File: config.mk
export PLATFORM = sky130hd
export DESIGN_NAME = idu_top
export DESIGN_NICKNAME = d
export VERILOG_FILES = /design/src/design/idu_pkg.sv /design/src/design/idu_ctrl_if.sv /design/src/design/insn_classifier.sv /design/src/design/ctrl_encoder.sv /design/src/design/imm_gen.sv /design/src/design/id_stage_reg.sv /design/src/design/idu_top.sv
export VERILOG_INCLUDE_DIRS = /design/src /design/src/design
export SDC_FILE = /design/constraint.sdc
export NUM_CORES = 1
export LEC_CHECK = 0
export BUFFER_PORTS_ARGS = -buffer_cell sky130_fd_sc_hd__buf_2
export CAP_MARGIN = 40
export CORE_UTILIZATION = 45
export CTS_BUF_LIST = sky130_fd_sc_hd__clkbuf_8
export CTS_CLUSTER_DIAMETER = 40
export DETAILED_ROUTE_END_ITERATION = 8
export GPL_TIMING_DRIVEN = 0
export PLACE_DENSITY = 0.65
export SYNTH_ARGS = -nofsm -noshare
export SYNTH_HDL_FRONTEND = slang
export SYNTH_SLANG_ARGS = --single-unit
File: constraint.sdc
create_clock -name clk -period 1.05 [get_ports clk]
set_clock_uncertainty 0.1 [all_clocks]
set_input_delay 0 -clock clk [delete_from_list [all_inputs] [get_ports clk]]
set_output_delay 0 -clock clk [all_outputs]
set_load 0.1 [all_outputs]
File: src/design/idu_config.svh
`ifndef IDU_CONFIG_SVH
`define IDU_CONFIG_SVH

// Major opcodes, inst[6:0]
`define OPC_OP          7'b0110011
`define OPC_OP_IMM      7'b0010011
`define OPC_LOAD        7'b0000011
`define OPC_STORE       7'b0100011
`define OPC_BRANCH      7'b1100011
`define OPC_JAL         7'b1101111
`define OPC_JALR        7'b1100111
`define OPC_LUI         7'b0110111
`define OPC_AUIPC       7'b0010111
`define OPC_SYSTEM      7'b1110011

// funct7, inst[31:25]
`define F7_BASE         7'b0000000
`define F7_ALT          7'b0100000  // sub, sra, srai
`define F7_MRET         7'b0011000

// Instruction ids
`define ID_ADD          6'd0
`define ID_SUB          6'd1
`define ID_SLL          6'd2
`define ID_SLT          6'd3
`define ID_SLTU         6'd4
`define ID_XOR          6'd5
`define ID_SRL          6'd6
`define ID_SRA          6'd7
`define ID_OR           6'd8
`define ID_AND          6'd9
`define ID_ADDI         6'd10
`define ID_SLTI         6'd11
`define ID_SLTIU        6'd12
`define ID_XORI         6'd13
`define ID_ORI          6'd14
`define ID_ANDI         6'd15
`define ID_SLLI         6'd16
`define ID_SRLI         6'd17
`define ID_SRAI         6'd18
`define ID_LUI          6'd19
`define ID_AUIPC        6'd20
`define ID_JAL          6'd21
`define ID_JALR         6'd22
`define ID_LB           6'd23
`define ID_LH           6'd24
`define ID_LW           6'd25
`define ID_LBU          6'd26
`define ID_LHU          6'd27
`define ID_SB           6'd28
`define ID_SH           6'd29
`define ID_SW           6'd30
`define ID_BEQ          6'd31
`define ID_BNE          6'd32
`define ID_BLT          6'd33
`define ID_BGE          6'd34
`define ID_BLTU         6'd35
`define ID_BGEU         6'd36
`define ID_CSRRW        6'd37
`define ID_CSRRS        6'd38
`define ID_ECALL        6'd39
`define ID_MRET         6'd40
`define ID_UNKNOWN      6'd63

// ALU operation codes, numbering shared with the execute stage
`define ALU_ADD         5'd0
`define ALU_BEQ         5'd1
`define ALU_SLTU        5'd2
`define ALU_BNE         5'd3
`define ALU_SUB         5'd4
`define ALU_OR          5'd5
`define ALU_XOR         5'd6
`define ALU_BGE         5'd7
`define ALU_SLLI        5'd8
`define ALU_AND         5'd9
`define ALU_SRLI        5'd10
`define ALU_SLT         5'd11
`define ALU_BLT         5'd12
`define ALU_BLTU        5'd13
`define ALU_BGEU        5'd14
`define ALU_SLL         5'd15
`define ALU_SRAI        5'd16
`define ALU_SW          5'd17
`define ALU_LW          5'd18
`define ALU_SRA         5'd19
`define ALU_SRL         5'd20
`define ALU_LBU         5'd21
`define ALU_SH          5'd22
`define ALU_SB          5'd23
`define ALU_LHU         5'd24
`define ALU_LB          5'd25
`define ALU_LH          5'd26
`define ALU_CSRRW       5'd27
`define ALU_CSRRS       5'd28
`define ALU_NONE        5'd31

// Next-PC kinds
`define PC_SEQ          3'd0
`define PC_JALR         3'd1
`define PC_JAL          3'd2
`define PC_BRANCH       3'd4
`define PC_TRAP         3'd5

// Operand B source
`define SRC2_IMM        2'd0
`define SRC2_RS2        2'd1
`define SRC2_FOUR       2'd2    // Link address pc + 4
`define SRC2_NONE       2'd3

// Operand A source
`define SRC1_RS1        2'd0
`define SRC1_PC         2'd1
`define SRC1_ZERO       2'd3

// Immediate formats
`define IMM_I           3'd0
`define IMM_U           3'd1
`define IMM_J           3'd2
`define IMM_S           3'd3
`define IMM_B           3'd4
`define IMM_SYS         3'd5    // No immediate

`endif

File: src/design/idu_pkg.sv
package idu_pkg;

    typedef logic [31:0] inst_t;     // Raw instruction word
    typedef logic [31:0] word_t;     // Immediate data
    typedef logic [4:0]  reg_idx_t;  // Register file index

    // Decode results
    typedef logic [5:0]  insn_id_t;
    typedef logic [4:0]  alu_op_t;
    typedef logic [2:0]  pc_sel_t;
    typedef logic [1:0]  opnd_sel_t; // Shared by operand A and B selects
    typedef logic [2:0]  imm_fmt_t;

endpackage

File: src/design/idu_ctrl_if.sv
`timescale 1ns/10ps

// Decoded control bundle, encoder to stage register
interface idu_ctrl_if;
    idu_pkg::alu_op_t   alu_op;
    idu_pkg::pc_sel_t   pc_sel;
    idu_pkg::opnd_sel_t src2_sel;
    idu_pkg::opnd_sel_t src1_sel;
    logic               rd_wen;
    logic               rs_ren;
    logic               csr_wen;
    logic               ecall;

    modport src (
        output alu_op, pc_sel, src2_sel, src1_sel,
        output rd_wen, rs_ren, csr_wen, ecall
    );

    modport dst (
        input alu_op, pc_sel, src2_sel, src1_sel,
        input rd_wen, rs_ren, csr_wen, ecall
    );
endinterface

File: src/design/insn_classifier.sv
`timescale 1ns/10ps
`include "idu_config.svh"

module insn_classifier (
    input  idu_pkg::inst_t    inst,
    output idu_pkg::insn_id_t insn_id
);

    logic [6:0] opcode;
    logic [2:0] funct3;
    logic [6:0] funct7;

    assign opcode = inst[6:0];
    assign funct3 = inst[14:12];
    assign funct7 = inst[31:25];

    always_comb begin
        insn_id = `ID_UNKNOWN;
        case (opcode)
            `OPC_OP: begin
                if (funct7 == `F7_BASE) begin
                    case (funct3)
                        3'b000:  insn_id = `ID_ADD;
                        3'b001:  insn_id = `ID_SLL;
                        3'b010:  insn_id = `ID_SLT;
                        3'b011:  insn_id = `ID_SLTU;
                        3'b100:  insn_id = `ID_XOR;
                        3'b101:  insn_id = `ID_SRL;
                        3'b110:  insn_id = `ID_OR;
                        default: insn_id = `ID_AND;
                    endcase
                end else if (funct7 == `F7_ALT) begin
                    if (funct3 == 3'b000)
                        insn_id = `ID_SUB;
                    else if (funct3 == 3'b101)
                        insn_id = `ID_SRA;
                end
            end
            `OPC_OP_IMM: begin
                case (funct3)
                    3'b000: insn_id = `ID_ADDI;
                    3'b010: insn_id = `ID_SLTI;
                    3'b011: insn_id = `ID_SLTIU;
                    3'b100: insn_id = `ID_XORI;
                    3'b110: insn_id = `ID_ORI;
                    3'b111: insn_id = `ID_ANDI;
                    3'b001: if (funct7 == `F7_BASE) insn_id = `ID_SLLI;
                    default: begin                  // Right shifts
                        if (funct7 == `F7_BASE)
                            insn_id = `ID_SRLI;
                        else if (funct7 == `F7_ALT)
                            insn_id = `ID_SRAI;
                    end
                endcase
            end
            `OPC_LOAD: begin
                case (funct3)
                    3'b000:  insn_id = `ID_LB;
                    3'b001:  insn_id = `ID_LH;
                    3'b010:  insn_id = `ID_LW;
                    3'b100:  insn_id = `ID_LBU;
                    3'b101:  insn_id = `ID_LHU;
                    default: ;
                endcase
            end
            `OPC_STORE: begin
                case (funct3)
                    3'b000:  insn_id = `ID_SB;
                    3'b001:  insn_id = `ID_SH;
                    3'b010:  insn_id = `ID_SW;
                    default: ;
                endcase
            end
            `OPC_BRANCH: begin
                case (funct3)
                    3'b000:  insn_id = `ID_BEQ;
                    3'b001:  insn_id = `ID_BNE;
                    3'b100:  insn_id = `ID_BLT;
                    3'b101:  insn_id = `ID_BGE;
                    3'b110:  insn_id = `ID_BLTU;
                    3'b111:  insn_id = `ID_BGEU;
                    default: ;
                endcase
            end
            `OPC_JAL:   insn_id = `ID_JAL;
            `OPC_JALR:  if (funct3 == 3'b000) insn_id = `ID_JALR;
            `OPC_LUI:   insn_id = `ID_LUI;
            `OPC_AUIPC: insn_id = `ID_AUIPC;
            `OPC_SYSTEM: begin
                case (funct3)
                    3'b000: begin
                        if (funct7 == `F7_BASE)
                            insn_id = `ID_ECALL;
                        else if (funct7 == `F7_MRET)
                            insn_id = `ID_MRET;
                    end
                    3'b001:  insn_id = `ID_CSRRW;
                    3'b010:  insn_id = `ID_CSRRS;
                    default: ;
                endcase
            end
            default: ;
        endcase
    end

endmodule

File: src/design/ctrl_encoder.sv
`timescale 1ns/10ps
`include "idu_config.svh"

module ctrl_encoder (
    input  idu_pkg::insn_id_t insn_id,
    idu_ctrl_if.src           ctrl,
    output idu_pkg::imm_fmt_t imm_fmt
);

    // ALU code table
    always_comb begin
        case (insn_id)
            `ID_ADD, `ID_ADDI, `ID_LUI, `ID_AUIPC,
            `ID_JAL, `ID_JALR:             ctrl.alu_op = `ALU_ADD;
            `ID_SUB:                       ctrl.alu_op = `ALU_SUB;
            `ID_SLL:                       ctrl.alu_op = `ALU_SLL;
            `ID_SLLI:                      ctrl.alu_op = `ALU_SLLI;
            `ID_SLT, `ID_SLTI:             ctrl.alu_op = `ALU_SLT;
            `ID_SLTU, `ID_SLTIU:           ctrl.alu_op = `ALU_SLTU;
            `ID_XOR, `ID_XORI:             ctrl.alu_op = `ALU_XOR;
            `ID_OR, `ID_ORI:               ctrl.alu_op = `ALU_OR;
            `ID_AND, `ID_ANDI:             ctrl.alu_op = `ALU_AND;
            `ID_SRL:                       ctrl.alu_op = `ALU_SRL;
            `ID_SRLI:                      ctrl.alu_op = `ALU_SRLI;
            `ID_SRA:                       ctrl.alu_op = `ALU_SRA;
            `ID_SRAI:                      ctrl.alu_op = `ALU_SRAI;
            `ID_LB:                        ctrl.alu_op = `ALU_LB;
            `ID_LH:                        ctrl.alu_op = `ALU_LH;
            `ID_LW:                        ctrl.alu_op = `ALU_LW;
            `ID_LBU:                       ctrl.alu_op = `ALU_LBU;
            `ID_LHU:                       ctrl.alu_op = `ALU_LHU;
            `ID_SB:                        ctrl.alu_op = `ALU_SB;
            `ID_SH:                        ctrl.alu_op = `ALU_SH;
            `ID_SW:                        ctrl.alu_op = `ALU_SW;
            `ID_BEQ:                       ctrl.alu_op = `ALU_BEQ;
            `ID_BNE:                       ctrl.alu_op = `ALU_BNE;
            `ID_BLT:                       ctrl.alu_op = `ALU_BLT;
            `ID_BGE:                       ctrl.alu_op = `ALU_BGE;
            `ID_BLTU:                      ctrl.alu_op = `ALU_BLTU;
            `ID_BGEU:                      ctrl.alu_op = `ALU_BGEU;
            `ID_CSRRW:                     ctrl.alu_op = `ALU_CSRRW;
            `ID_CSRRS:                     ctrl.alu_op = `ALU_CSRRS;
            default:                       ctrl.alu_op = `ALU_NONE; // ecall, mret, unknown
        endcase
    end

    // Operand routing, enables and immediate format by instruction class
    always_comb begin
        ctrl.pc_sel   = `PC_SEQ;
        ctrl.src2_sel = `SRC2_NONE;
        ctrl.src1_sel = `SRC1_ZERO;
        ctrl.rd_wen   = 1'b0;
        ctrl.rs_ren   = 1'b0;
        ctrl.csr_wen  = 1'b0;
        ctrl.ecall    = 1'b0;
        imm_fmt       = `IMM_I;
        case (insn_id)
            `ID_ADD, `ID_SUB, `ID_SLL, `ID_SLT, `ID_SLTU,
            `ID_XOR, `ID_SRL, `ID_SRA, `ID_OR, `ID_AND: begin
                ctrl.src2_sel = `SRC2_RS2;
                ctrl.src1_sel = `SRC1_RS1;
                ctrl.rd_wen   = 1'b1;
                ctrl.rs_ren   = 1'b1;
            end
            `ID_ADDI, `ID_SLTI, `ID_SLTIU, `ID_XORI, `ID_ORI, `ID_ANDI,
            `ID_SLLI, `ID_SRLI, `ID_SRAI,
            `ID_LB, `ID_LH, `ID_LW, `ID_LBU, `ID_LHU: begin
                ctrl.src2_sel = `SRC2_IMM;
                ctrl.src1_sel = `SRC1_RS1;
                ctrl.rd_wen   = 1'b1;
                ctrl.rs_ren   = 1'b1;
            end
            `ID_SB, `ID_SH, `ID_SW: begin
                ctrl.src2_sel = `SRC2_IMM;               // Address = rs1 + imm
                ctrl.src1_sel = `SRC1_RS1;
                ctrl.rs_ren   = 1'b1;
                imm_fmt       = `IMM_S;
            end
            `ID_BEQ, `ID_BNE, `ID_BLT, `ID_BGE, `ID_BLTU, `ID_BGEU: begin
                ctrl.pc_sel   = `PC_BRANCH;
                ctrl.src2_sel = `SRC2_RS2;               // Compare rs1 with rs2
                ctrl.src1_sel = `SRC1_RS1;
                ctrl.rs_ren   = 1'b1;
                imm_fmt       = `IMM_B;
            end
            `ID_LUI, `ID_AUIPC: begin
                ctrl.src2_sel = `SRC2_IMM;
                ctrl.src1_sel = (insn_id == `ID_AUIPC) ? `SRC1_PC : `SRC1_ZERO;
                ctrl.rd_wen   = 1'b1;
                imm_fmt       = `IMM_U;
            end
            `ID_JAL, `ID_JALR: begin
                ctrl.src2_sel = `SRC2_FOUR;              // rd gets pc + 4
                ctrl.src1_sel = `SRC1_PC;
                ctrl.rd_wen   = 1'b1;
                if (insn_id == `ID_JAL) begin
                    ctrl.pc_sel = `PC_JAL;
                    imm_fmt     = `IMM_J;
                end else begin
                    ctrl.pc_sel = `PC_JALR;
                    ctrl.rs_ren = 1'b1;                  // Target base from rs1
                end
            end
            `ID_CSRRW, `ID_CSRRS: begin
                ctrl.src1_sel = `SRC1_RS1;
                ctrl.rd_wen   = 1'b1;
                ctrl.rs_ren   = 1'b1;
                ctrl.csr_wen  = 1'b1;
            end
            `ID_ECALL, `ID_MRET: begin
                ctrl.pc_sel = `PC_TRAP;
                ctrl.ecall  = (insn_id == `ID_ECALL);
                imm_fmt     = `IMM_SYS;
            end
            default: ;                                   // Unknown keeps all defaults
        endcase
    end

endmodule

File: src/design/imm_gen.sv
`timescale 1ns/10ps
`include "idu_config.svh"

module imm_gen (
    input  idu_pkg::inst_t    inst,
    input  idu_pkg::imm_fmt_t imm_fmt,
    output idu_pkg::word_t    imm
);

    logic sign;

    assign sign = inst[31];   // Sign bit sits at 31 in every format

    always_comb begin
        case (imm_fmt)
            `IMM_I:  imm = {{20{sign}}, inst[31:20]};
            `IMM_S:  imm = {{20{sign}}, inst[31:25], inst[11:7]};
            `IMM_B:  imm = {{20{sign}}, inst[7], inst[30:25], inst[11:8], 1'b0};
            `IMM_U:  imm = {inst[31:12], 12'b0};
            `IMM_J:  imm = {{12{sign}}, inst[19:12], inst[20], inst[30:21], 1'b0};
            `IMM_SYS: imm = '0;
            default: imm = '0;
        endcase
    end

endmodule

File: src/design/id_stage_reg.sv
`timescale 1ns/10ps
`include "idu_config.svh"

module id_stage_reg (
    input  logic                clk,
    input  logic                rst_n,
    input  logic                valid,
    input  idu_pkg::inst_t      inst,
    idu_ctrl_if.dst             ctrl,
    input  idu_pkg::word_t      imm,
    output logic                out_valid,
    output idu_pkg::alu_op_t    ex_alu_op,
    output idu_pkg::pc_sel_t    ex_pc_sel,
    output idu_pkg::opnd_sel_t  ex_src2_sel,
    output idu_pkg::opnd_sel_t  ex_src1_sel,
    output logic                ex_rd_wen,
    output logic                ex_rs_ren,
    output logic                ex_csr_wen,
    output logic                ex_ecall,
    output idu_pkg::word_t      ex_imm,
    output idu_pkg::reg_idx_t   ex_rd,
    output idu_pkg::reg_idx_t   ex_rs1,
    output idu_pkg::reg_idx_t   ex_rs2
);

    // Output valid and control fields
    always_ff @(posedge clk or negedge rst_n) begin
        if (!rst_n) begin
            out_valid  <= 1'b0;
            ex_alu_op  <= `ALU_NONE;
            ex_rd_wen  <= 1'b0;
            ex_rs_ren  <= 1'b0;
            ex_csr_wen <= 1'b0;
            ex_ecall   <= 1'b0;
        end else begin
            out_valid <= valid;
            if (valid) begin
                ex_alu_op  <= ctrl.alu_op;
                ex_rd_wen  <= ctrl.rd_wen;
                ex_rs_ren  <= ctrl.rs_ren;
                ex_csr_wen <= ctrl.csr_wen;
                ex_ecall   <= ctrl.ecall;
            end
        end
    end

    // Payload fields, held while valid is low
    always_ff @(posedge clk) begin
        if (valid) begin
            ex_pc_sel   <= ctrl.pc_sel;
            ex_src2_sel <= ctrl.src2_sel;
            ex_src1_sel <= ctrl.src1_sel;
            ex_imm      <= imm;
            ex_rd       <= inst[11:7];
            ex_rs1      <= inst[19:15];
            ex_rs2      <= inst[24:20];
        end
    end

endmodule

File: src/design/idu_top.sv
`timescale 1ns/10ps

module idu_top (
    input  logic                clk,
    input  logic                rst_n,
    input  logic                valid,
    input  idu_pkg::inst_t      inst,
    output logic                out_valid,
    output idu_pkg::alu_op_t    alu_op,
    output idu_pkg::pc_sel_t    pc_sel,
    output idu_pkg::opnd_sel_t  src2_sel,
    output idu_pkg::opnd_sel_t  src1_sel,
    output logic                rd_wen,
    output logic                rs_ren,
    output logic                csr_wen,
    output logic                ecall,
    output idu_pkg::word_t      imm,
    output idu_pkg::reg_idx_t   rd,
    output idu_pkg::reg_idx_t   rs1,
    output idu_pkg::reg_idx_t   rs2
);

    idu_pkg::insn_id_t insn_id;
    idu_pkg::imm_fmt_t imm_fmt;
    idu_pkg::word_t    imm_comb;    // Immediate before the stage register

    idu_ctrl_if ctrl_bus ();

    insn_classifier u_classifier (
        .inst    (inst),
        .insn_id (insn_id)
    );

    ctrl_encoder u_encoder (
        .insn_id (insn_id),
        .ctrl    (ctrl_bus.src),
        .imm_fmt (imm_fmt)
    );

    imm_gen u_imm_gen (
        .inst    (inst),
        .imm_fmt (imm_fmt),
        .imm     (imm_comb)
    );

    id_stage_reg u_stage_reg (
        .clk         (clk),
        .rst_n       (rst_n),
        .valid       (valid),
        .inst        (inst),
        .ctrl        (ctrl_bus.dst),
        .imm         (imm_comb),
        .out_valid   (out_valid),
        .ex_alu_op   (alu_op),
        .ex_pc_sel   (pc_sel),
        .ex_src2_sel (src2_sel),
        .ex_src1_sel (src1_sel),
        .ex_rd_wen   (rd_wen),
        .ex_rs_ren   (rs_ren),
        .ex_csr_wen  (csr_wen),
        .ex_ecall    (ecall),
        .ex_imm      (imm),
        .ex_rd       (rd),
        .ex_rs1      (rs1),
        .ex_rs2      (rs2)
    );

endmodule

==> run_results.csv, run 1 <==
group,metric,value,unit
floorplanning,rows,34,
global_route,grt_use_total,28.4,%
global_route,grt_max_degree,33,
critical_path,cp_slowest_cell,"or4_4",
place,place.gp.congestion,0.911,
final_layout,drive_gt1_share,46.0,%
critical_path,slowest_delay,0.57,ns
critical_path,crit_top_cell,"buf_6",
worst_hold_path,worstHoldStart,"inst[31]",
timing,fin_crit,3.49,ns
critical_path,crit_chain,"buf_8 > or4_4 > o21ai_2 > a21oi_2 > a311o_1 > a311oi_4 > inv_2 > ha_4 > or2_4 > buf_4 > buf_6 > buf_6 > a21boi_2 > o32ai_2 > a32oi_2 > nand2_2 > o32a_1",
cts,cts-root-buf,"clkbuf_8",
yosys,ys_types,80,
timing,setup_ws,-2.44,ns
floorplanning,die_w,98.6,microns
place,hpwlAfterDp,8170,microns
cts,htreeDepth,3,
drt,via_count,4413,
critical_path,crit_buf_inv,5,
critical_path,start_kind,"input port",
timing,relSlewSlack,42.0,%
drt,wl_per_cell,21.7,microns
critical_path,path_max_fanout,5,
pwr,p_sw,3300,uW
cts,clock-sinks,64,
pwr,power,8720,uW
pwr,irDropWorstVdd,783,uV
pwr,pwr-share-seq,35.4,%
yosys,synth_edf_count,54,
critical_path,crit-reg2reg-launch,"u_stage_reg.ex_alu_op[2]",
global_route,grt_pass1_vias,4135,
pwr,switching_share,37.8,%
yosys,syn_nets,459,
critical_path,critPathLaunch,"inst[27]",
floorplanning,fp.coreArea,8890,sq um
drt,dr.pass1.iters,5,
drt,remaining_drc_errors,0,
yosys,yosysWarningCount,0,
timing,rsz0062_at_grt,"yes",
critical_path,crit_arrival,3.64,ns
floorplanning,dieArea,9720,sq um
floorplanning,die-height,98.6,microns
drt,wl,15300,microns
run_status,violations,"negative setup slack",
timing,fin_crit_sh,333,%
timing,fin_tns_setup,-107.21,ns
yosys,syn_avg_cell_area,10.0,sq um
cts,numCtsBuffers,9,
final_layout,postLayoutCellArea,6780,sq um
floorplanning,start_util,47.2,%
floorplanning,ioPinCount,99,
cts,cts_buffer_depth,2,
final_layout,final_core_util,76.3,%
cts,cts_tree,"done",
critical_path,crit_required,1.20,ns
drt,post_drt_via_cell_ratio,6.24,
place,numPortBuffers,95,
yosys,syn_inst,418,
pwr,power_frac_clock,31.4,%
final_layout,fin_nets,634,
timing,max_freq,286,MHz
worst_hold_path,hold_class,"input port to flip-flop",
timing,tightest_slew,0.870,ns
critical_path,endpoint_kind,"flip-flop",
timing,hold_viol_final,0,
drt,ant_nets,0,
critical_path,crit_family,"compound AO/OA/AOI/OAI gates",
global_route,grt.overflow.total,0,
cts,worst_skew_pair.late_latency,0.36,ns
timing,setup_violations,89,
run_status,outcome,"finished, violations left",
global_route,grt_pass1_wl,21700,microns
place,dp.cells,622,
final_layout,area_delta_synth_final,61.5,%
yosys,synth_area,4200,sq um
pwr,pwr-share-comb,33.2,%
global_route,antenna_found_initial,0,
yosys,synth_top_area_share,38.6,%
yosys,ys.flop_type,"edfxtp_1",
pwr,power.density,1290,nW/um^2
place,dpl-instance-area,4890,sq um
timing,slew_violations,0,
drt,drt_iter0_markers,345,
critical_path,crit_type,"input port to flip-flop",
yosys,synth_top_area_cell,"edfxtp_1",
yosys,yosys_register_bits,64,
yosys,synth_most_common_cell,"edfxtp_1",
yosys,async_reset_ff_share,15.6,%
pwr,p_leak,0.00266,uW
yosys,ys_seq_area_share,44.7,%
pwr,p_int,5420,uW
cts,clk_pin_slew_worst_paths,0.09,ns
yosys,synth_commonest_cells,"edfxtp_1 (54), nand2_1 (34), nor2_1 (34)",
job,drv_cap,0,
yosys,yosys-top-cells-area,"edfxtp_1 (39%), dfstp_2 (3.1%), nand2_1 (3.0%), nor2_1 (3.0%), dfrtp_1 (3.0%)",
final_layout,fin_cells,707,
## worst min-delay path, stage by stage
cell,delay [ns]
buf_2,0.15
inv_1,0.13
o2bb2ai_2,0.12
## registers in the layout, summed over array words and instances, names as in the netlist
name and count:
u_stage_reg.ex_imm 32, u_stage_reg.ex_alu_op 5, u_stage_reg.ex_rd 5, u_stage_reg.ex_rs1 5, u_stage_reg.ex_rs2 5, u_stage_reg.ex_pc_sel 3
u_stage_reg.ex_src1_sel 2, u_stage_reg.ex_src2_sel 2, u_stage_reg.ex_csr_wen 1, u_stage_reg.ex_ecall 1, u_stage_reg.ex_rd_wen 1, u_stage_reg.ex_rs_ren 1
u_stage_reg.out_valid 1
## worst paths after layout
check	slack [ns]	cells after the start	end
max	-2.44	17	u_stage_reg.ex_rd_wen
min	0.06	3	u_stage_reg.ex_imm[26]
max reg2reg	0.12	2	u_stage_reg.ex_alu_op[2]
min reg2reg	0.42	2	u_stage_reg.ex_alu_op[3]
max in group asynchronous	0.40	3	u_stage_reg.out_valid
min in group asynchronous	0.09	2	u_stage_reg.ex_alu_op[2]
## metal layers
metal | up-vias | routed length (microns) | GRT usage, %
met2 | 246 | 7650 | 46.9
met1 | 2152 | 6260 | 37.8
met5 | - | 0 | 0
met4 | 0 | 318 | 9.87
met3 | 35 | 1090 | 5.11
li1 | 1980 | - | -
## per-stage QoR
stage / hold WS, ns / setup WS (ns)
finish: 0.0616 / -2.44
detailed placement: -0.232 / -3.45
global route: 0.0872 / -2.50
floorplan: -0.396 / -2.68
global placement: -0.234 / -3.45
CTS: 0.0226 / -2.41
## area by class of cell
cell class | instances | area, sq um
Multi-Input combinational cell | 311 | 2590
Fill cell | 560 | 2110
Sequential cell | 64 | 1880
Timing Repair Buffer | 167 | 1720
Buffer | 23 | 143
Tap cell | 108 | 135
Clock inverter | 7 | 125
Clock buffer | 9 | 124
Inverter | 17 | 68.8
Antenna cell | 1 | 2.50
## what timing repair did
action	in CTS	in global routing
pin swaps	32	38
gates cloned	1	0
hold endpoints to repair	51	0
setup buffers	34	18
hold buffers	23	0
endpoints found under the setup margin	112	110
gates resized for setup	207	72
## kinds of logic after synthesis
logic type	synth area share (%)
adder cells (fa/ha/maj)	2.06
AND/OR/NAND/NOR	23.0
XOR/XNOR	0.626
flip-flops	44.7
multiplexers	0.715
buffers and inverters	4.92
AO/OA/AOI/OAI	24.0
## power by group through the flow
stage	Clock (uW)	Sequential [uW]	Combinational, uW
2_1_floorplan	0	4410	479
3_3_place_gp	0	3070	2250
3_5_place_dp	0	3070	2260
4_1_cts	2690	3060	2720
5_1_grt	2820	3100	2990
6_report	2740	3090	2900
## cells in the final DEF (no fill, tap or decap), drive strengths merged, types with 6 or more instances in the layout
cell / count
clkbuf: 16
nand2b: 6
o221ai: 6
nand2: 35
ha: 6
a21oi: 25
o2bb2ai: 12
nand4: 6
nor2b: 9
nand3: 15
a21o: 10
edfxtp: 54
nor2: 39
a31oi: 11
nor3: 14
or3: 6
o21ai: 22
dlygate4sd3: 22
or2: 7
inv: 20
buf: 160
Power figures use the tool's default switching activity.
==> run 2: changes to the inputs <==
--- a/config.mk
+++ b/config.mk
@@ -14,6 +14,9 @@
 export DETAILED_ROUTE_END_ITERATION = 8
 export GPL_TIMING_DRIVEN = 0
 export PLACE_DENSITY = 0.65
+export REMOVE_ABC_BUFFERS = 1
+export SETUP_SLACK_MARGIN = 0.05
+export SLEW_MARGIN = 25
 export SYNTH_ARGS = -nofsm -noshare
 export SYNTH_HDL_FRONTEND = slang
 export SYNTH_SLANG_ARGS = --single-unit
==> run_results.csv, run 2 (synthesized netlist as in run 1, its figures left out) <==
group,metric,value,unit
timing,rsz0062_at_grt,"yes",
drt,post_drt_via_cell_ratio,6.11,
critical_path,crit_arrival,3.42,ns
floorplanning,rows,34,
drt,drt_iter0_markers,350,
critical_path,endpoint_kind,"flip-flop",
drt,ant_nets,0,
final_layout,drive_gt1_share,42.6,%
cts,clk_pin_slew_worst_paths,0.08,ns
cts,cts_buffer_depth,2,
worst_hold_path,worstHoldStart,"inst[30]",
cts,numCtsBuffers,9,
final_layout,area_delta_synth_final,54.0,%
timing,tightest_slew,0.559,ns
final_layout,n_antenna_cell,0,
worst_hold_path,hold_class,"input port to flip-flop",
final_layout,top_register,"u_stage_reg.ex_imm",
run_status,outcome,"finished, violations left",
critical_path,crit-reg2reg-launch,"u_stage_reg.ex_alu_op[1]",
floorplanning,dieArea,9720,sq um
drt,remaining_drc_errors,0,
critical_path,r2r-end,"u_stage_reg.ex_alu_op[1]",
critical_path,crit_type,"input port to flip-flop",
job,drv_cap,0,
drt,wl,13700,microns
timing,setup_ws,-2.37,ns
cts,cts_tree,"done",
cts,worst_skew_pair.late_latency,0.34,ns
cts,cts-root-buf,"clkbuf_8",
pwr,p_leak,0.00253,uW
critical_path,r2r_slack,0.01,ns
place,place.gp.congestion,0.915,
timing,max_freq,292,MHz
global_route,grt_pass1_wl,19200,microns
cts,htreeDepth,3,
floorplanning,die-height,98.6,microns
pwr,power.density,1310,nW/um^2
worst_hold_path,holdPathStages,2,
timing,hold_ws,0.000221,ns
place,dp.cells,598,
final_layout,largest_register_ffs,32,
cts,clock-sinks,64,
critical_path,start_kind,"input port",
worst_hold_path,hold_path_end,"u_stage_reg.ex_imm[30]",
pwr,irDropWorstVdd,810,uV
final_layout,fin_nets,613,
drt,wl_per_cell,20.0,microns
global_route,grt.overflow.total,0,
final_layout,final_common_cell,"buf_6",
run_status,violations,"negative setup slack",
place,place_ws,-3.75,ns
final_layout,fin_cells,685,
global_route,grt_max_degree,72,
timing,setup_violations,76,
critical_path,crit_required,1.05,ns
floorplanning,die_w,98.6,microns
drt,via_count,4187,
timing,fin_crit_sh,326,%
critical_path,reg2reg_depth,3,
timing,fin_crit,3.42,ns
place,hpwlAfterDp,7490,microns
global_route,grt_pass1_vias,3841,
floorplanning,ioPinCount,99,
final_layout,most-common-layout-cells,"buf_6 (55), edfxtp_1 (54), buf_4 (36)",
timing,relSlewSlack,62.7,%
floorplanning,fp.coreArea,8890,sq um
timing,hold_viol_final,0,
drt,dr.pass1.iters,4,
place,numPortBuffers,98,
timing,fin_tns_setup,-102.81,ns
critical_path,path_max_fanout,7,
timing,slew_violations,0,
global_route,grt_use_total,24.9,%
floorplanning,start_util,47.2,%
final_layout,n_fill_cell,622,
global_route,antenna_found_initial,0,
[run 2: area by class of cell]
class                      count  area, sq um  area share (%)
tap                          108          135            2.09
clock inverter                 7          104            1.61
inverter                      17         66.3            1.03
multi-input combinational    312         2460            38.0
clock buffer                   9          124            1.92
timing repair buffer         168         1700            26.3
sequential                    64         1880            29.1
[run 2: repair_timing]
item                       in CTS  in global routing
resized for setup             135                140
gates cloned                    0                  1
hold buffers                   22                  1
setup endpoints to repair     112                117
hold endpoints to repair       50                  7
buffers inserted               23                 26
pin swaps                      27                 39
[run 2: worst max path at each step]
stage / cells after the start / startpoint / to / slack [ns]
after global placement: 16 / inst[25] / u_stage_reg.ex_imm[2] / -3.72
after floorplan: 15 / inst[25] / u_stage_reg.ex_imm[12] / -2.90
after CTS: 17 / inst[31] / u_stage_reg.ex_imm[30] / -2.40
final: 16 / inst[26] / u_stage_reg.ex_imm[3] / -2.37
after global routing: 18 / inst[26] / u_stage_reg.ex_imm[3] / -2.46
after detailed placement: 16 / inst[25] / u_stage_reg.ex_imm[2] / -3.75
[run 2: critical path, stage by stage]
cell and delay [ns]:
buf_8 0.10, or4_4 0.57, buf_6 0.15, or3_1 0.30
a32oi_1 0.16, nor2_1 0.05, nand4b_1 0.34, inv_2 0.22
ha_4 0.16, buf_6 0.14, nor3_2 0.08, nor4_4 0.45
nor3_4 0.09, buf_6 0.14, a22o_4 0.24, a22o_1 0.21
[run 2: where the power goes]
group | internal [uW] | switching, uW | leakage (uW)
registers | 2970 | 110 | 0.000646
logic | 809 | 1980 | 0.00177
clock network | 1370 | 1210 | 0.000108
[run 2: through the flow]
| stage | power (uW) | util (%) | cell area, sq um |
|---|---|---|---|
| 4_1_cts | 8140 | 65.6 | 5830 |
| 5_1_grt | 8650 | 72.7 | 6460 |
| 3_5_place_dp | 5270 | 52.7 | 4680 |
| 2_1_floorplan | 4800 | - | 4060 |
| 3_3_place_gp | 5250 | 52.6 | 4680 |
| 6_report | 8450 | 72.7 | 6460 |
[run 2: metal layers]
layer | track usage [%] | share of wire, %
met5 | 0 | 0
met1 | 32.7 | 41
met2 | 41.5 | 50
met3 | 4.40 | 7.1
met4 | 8.61 | 1.8
==> run 3: changes to the inputs <==
--- a/config.mk
+++ b/config.mk
@@ -6,6 +6,7 @@
 export SDC_FILE = /design/constraint.sdc
 export NUM_CORES = 1
 export LEC_CHECK = 0
+export ABC_AREA = 1
 export BUFFER_PORTS_ARGS = -buffer_cell sky130_fd_sc_hd__buf_2
 export CAP_MARGIN = 40
 export CORE_UTILIZATION = 45
==> run_results.csv, run 3 <==
group,metric,value,unit
cts,clock-sinks,64,
timing,fin_tns_setup,-65.86,ns
floorplanning,ioPinCount,99,
drt,remaining_drc_errors,11,
timing,max_freq,391,MHz
cts,hold_buffers,26,
place,dp.cells,732,
yosys,synth_top_area_share,38.8,%
cts,htreeDepth,3,
pwr,pwr-share-seq,38.2,%
yosys,synth_simple_gate_area_share,38.3,%
cts,cts-root-buf,"clkbuf_8",
place,place.gp.congestion,0.945,
critical_path,crit_family,"simple AND/OR/NAND/NOR gates",
yosys,synth_commonest_cells,"nand2_1 (173), nor2_1 (70), edfxtp_1 (54)",
final_layout,largest_register_ffs,32,
final_layout,final_common_cell,"nand2_1",
yosys,synth_top_family_by_area,"simple AND/OR/NAND/NOR gates",
pwr,power_frac_clock,23.0,%
final_layout,fin_nets,777,
yosys,synthXorXnorAreaFrac,0,%
critical_path,crit_top_cell,"nand2_2",
critical_path,crit_required,1.04,ns
final_layout,n_antenna_cell,0,
global_route,grt.overflow.total,0,
floorplanning,dieArea,9670,sq um
floorplanning,die_w,98.4,microns
pwr,switching_share,41.1,%
yosys,yosys-top-cells-area,"edfxtp_1 (39%), nand2_1 (16%), nor2_1 (6.3%), nand3_1 (5.4%), inv_1 (4.3%)",
timing,setup_ws,-1.51,ns
cts,clk_pin_slew_worst_paths,0.07,ns
yosys,synth_edf_count,54,
critical_path,crit_type,"input port to flip-flop",
yosys,ys.flop_type,"edfxtp_1",
timing,fin_crit,2.56,ns
timing,tightest_slew,0.838,ns
pwr,pwr-share-comb,38.9,%
yosys,async_reset_ff_share,15.6,%
run_status,violations,"design-rule violations, negative hold slack, negative setup slack",
final_layout,top_register,"u_stage_reg.ex_imm",
place,hpwlAfterDp,8040,microns
pwr,p_int,4810,uW
final_layout,drive_gt1_share,50.9,%
floorplanning,rows,34,
global_route,grt_use_total,28.7,%
pwr,p_leak,0.00326,uW
critical_path,cp_slowest_cell,"nand3_4",
timing,relSlewSlack,44.1,%
pwr,irDropWorstVdd,908,uV
cts,numCtsBuffers,9,
critical_path,crit_buf_inv,6,
cts,cts_tree,"done",
timing,slew_violations,0,
run_status,outcome,"finished, violations left",
timing,fin_crit_sh,243,%
critical_path,crit_arrival,2.54,ns
floorplanning,die-height,98.4,microns
pwr,power.density,1130,nW/um^2
drt,drt_iter0_markers,311,
yosys,synth_compound_area_share,8.09,%
drt,dr.pass1.iters,9,
yosys,syn_avg_cell_area,7.82,sq um
place,place_ws,-2.63,ns
yosys,synth_area,4180,sq um
critical_path,slowest_delay,0.17,ns
timing,setup_violations,63,
drt,post_drt_via_cell_ratio,5.53,
final_layout,n_fill_cell,524,
critical_path,start_kind,"input port",
critical_path,path_max_fanout,8,
final_layout,fin_cells,849,
timing,hold_ws,-0.0624,ns
final_layout,final_core_util,81.7,%
drt,wl_per_cell,17.0,microns
final_layout,most-common-layout-cells,"nand2_1 (130), buf_6 (60), buf_4 (56)",
critical_path,endpoint_kind,"flip-flop",
drt,wl,14400,microns
drt,via_count,4692,
yosys,ys_types,41,
yosys,yosysWarningCount,0,
timing,hold_viol_final,21,
yosys,synth_most_common_cell,"nand2_1",
yosys,synthMuxAreaShare,0,%
yosys,ys_seq_area_share,45.0,%
yosys,yosys_register_bits,64,
critical_path,crit_chain,"buf_6 > nand2_8 > buf_12 > nor2_4 > nand2_2 > nand2_2 > nor2_4 > nand2_2 > nand3_2 > nor3_4 > buf_6 > buf_4 > ha_4 > buf_4 > nand3_2 > nand2_1 > nand2_1 > nand3_4 > inv_1 > nand2_2 > nand2_8 > nand2_4 > nand2_2",
timing,rsz0062_at_grt,"yes",
global_route,grt_pass1_vias,4614,
pwr,p_sw,3360,uW
place,numPortBuffers,98,
cts,worst_skew_pair.late_latency,0.33,ns
worst_hold_path,hold_class,"input port to flip-flop",
drt,ant_nets,0,
floorplanning,fp.coreArea,8850,sq um
global_route,grt_pass1_wl,22000,microns
yosys,syn_inst,534,
floorplanning,start_util,47.2,%
yosys,synthAdderAreaFrac,1.80,%
cts,cts_buffer_depth,2,
yosys,synth_top_area_cell,"edfxtp_1",
global_route,antenna_found_initial,0,
final_layout,area_delta_synth_final,73.0,%
global_route,grt_max_degree,70,
job,drv_cap,0,
run 3: kinds of logic after synthesis:
| group | after synthesis |
|---|---|
| flip-flops | 64 |
| adder cells (fa/ha/maj) | 6 |
| AND/OR/NAND/NOR | 341 |
| buffers and inverters | 67 |
| AO/OA/AOI/OAI | 56 |
run 3: worst register-to-register path, cell delays in order (launching register included):
cell,delay [ns]
dfstp_2,0.56
buf_4,0.11
nor2_1,0.03
a31oi_1,0.18
run 3: worst paths after layout:
path	startpoint	end	slack [ns]	cells past startpoint
worst max-delay path	inst[1]	u_stage_reg.ex_imm[16]	-1.51	23
worst max register to register	u_stage_reg.ex_alu_op[1]	u_stage_reg.ex_alu_op[1]	0	3
worst min register to register	u_stage_reg.ex_alu_op[0]	u_stage_reg.ex_alu_op[0]	0.42	2
max in group asynchronous	rst_n	u_stage_reg.ex_alu_op[2]	0.09	3
min in group asynchronous	rst_n	u_stage_reg.out_valid	0.53	3
worst min-delay path	inst[31]	u_stage_reg.ex_imm[11]	-0.06	3
run 3: through the flow:
stage | hold slack (ns) | area (sq um) | total power, uW
after global placement | -0.234 | 4740 | 5370
after CTS | -0.0598 | 6760 | 8000
after global routing | -0.0598 | 7230 | 8450
final | -0.0624 | 7230 | 8180
after detailed placement | -0.225 | 4740 | 5390
after floorplan | -0.396 | 4110 | 4940
run 3: power groups by stage:
| stage | sequential, uW | clock (uW) | combinational (uW) |
|---|---|---|---|
| 6_report | 3120 | 1880 | 3180 |
| 5_1_grt | 3140 | 2030 | 3280 |
| 4_1_cts | 3110 | 1890 | 2990 |
| 3_5_place_dp | 3090 | 0 | 2300 |
| 3_3_place_gp | 3090 | 0 | 2280 |
| 2_1_floorplan | 4530 | 0 | 416 |
run 3: final cells by class:
type	instances	area (sq um)	area share (%)
Clock buffer	9	124	1.71
Multi-Input combinational cell	404	2700	37.4
Clock inverter	7	47.5	0.658
Inverter	59	263	3.64
Timing Repair Buffer	198	2070	28.7
Sequential cell	64	1880	26.0
Tap cell	108	135	1.87
run 3: what timing repair did:
action / 4_1_cts / 5_1_grt
endpoints found under the setup margin: 112 / 118
hold endpoints to repair: 57 / 20
buffers inserted: 57 / 21
pin swaps: 52 / 40
resized for setup: 331 / 92
cloned: 1 / 0
run 3: layer usage:
layer / share of wire (%) / track usage [%]
met3: 5.9 / 4.72
met2: 53 / 54.2
met5: 0 / 0
met1: 38 / 33.0
met4: 3.0 / 8.73
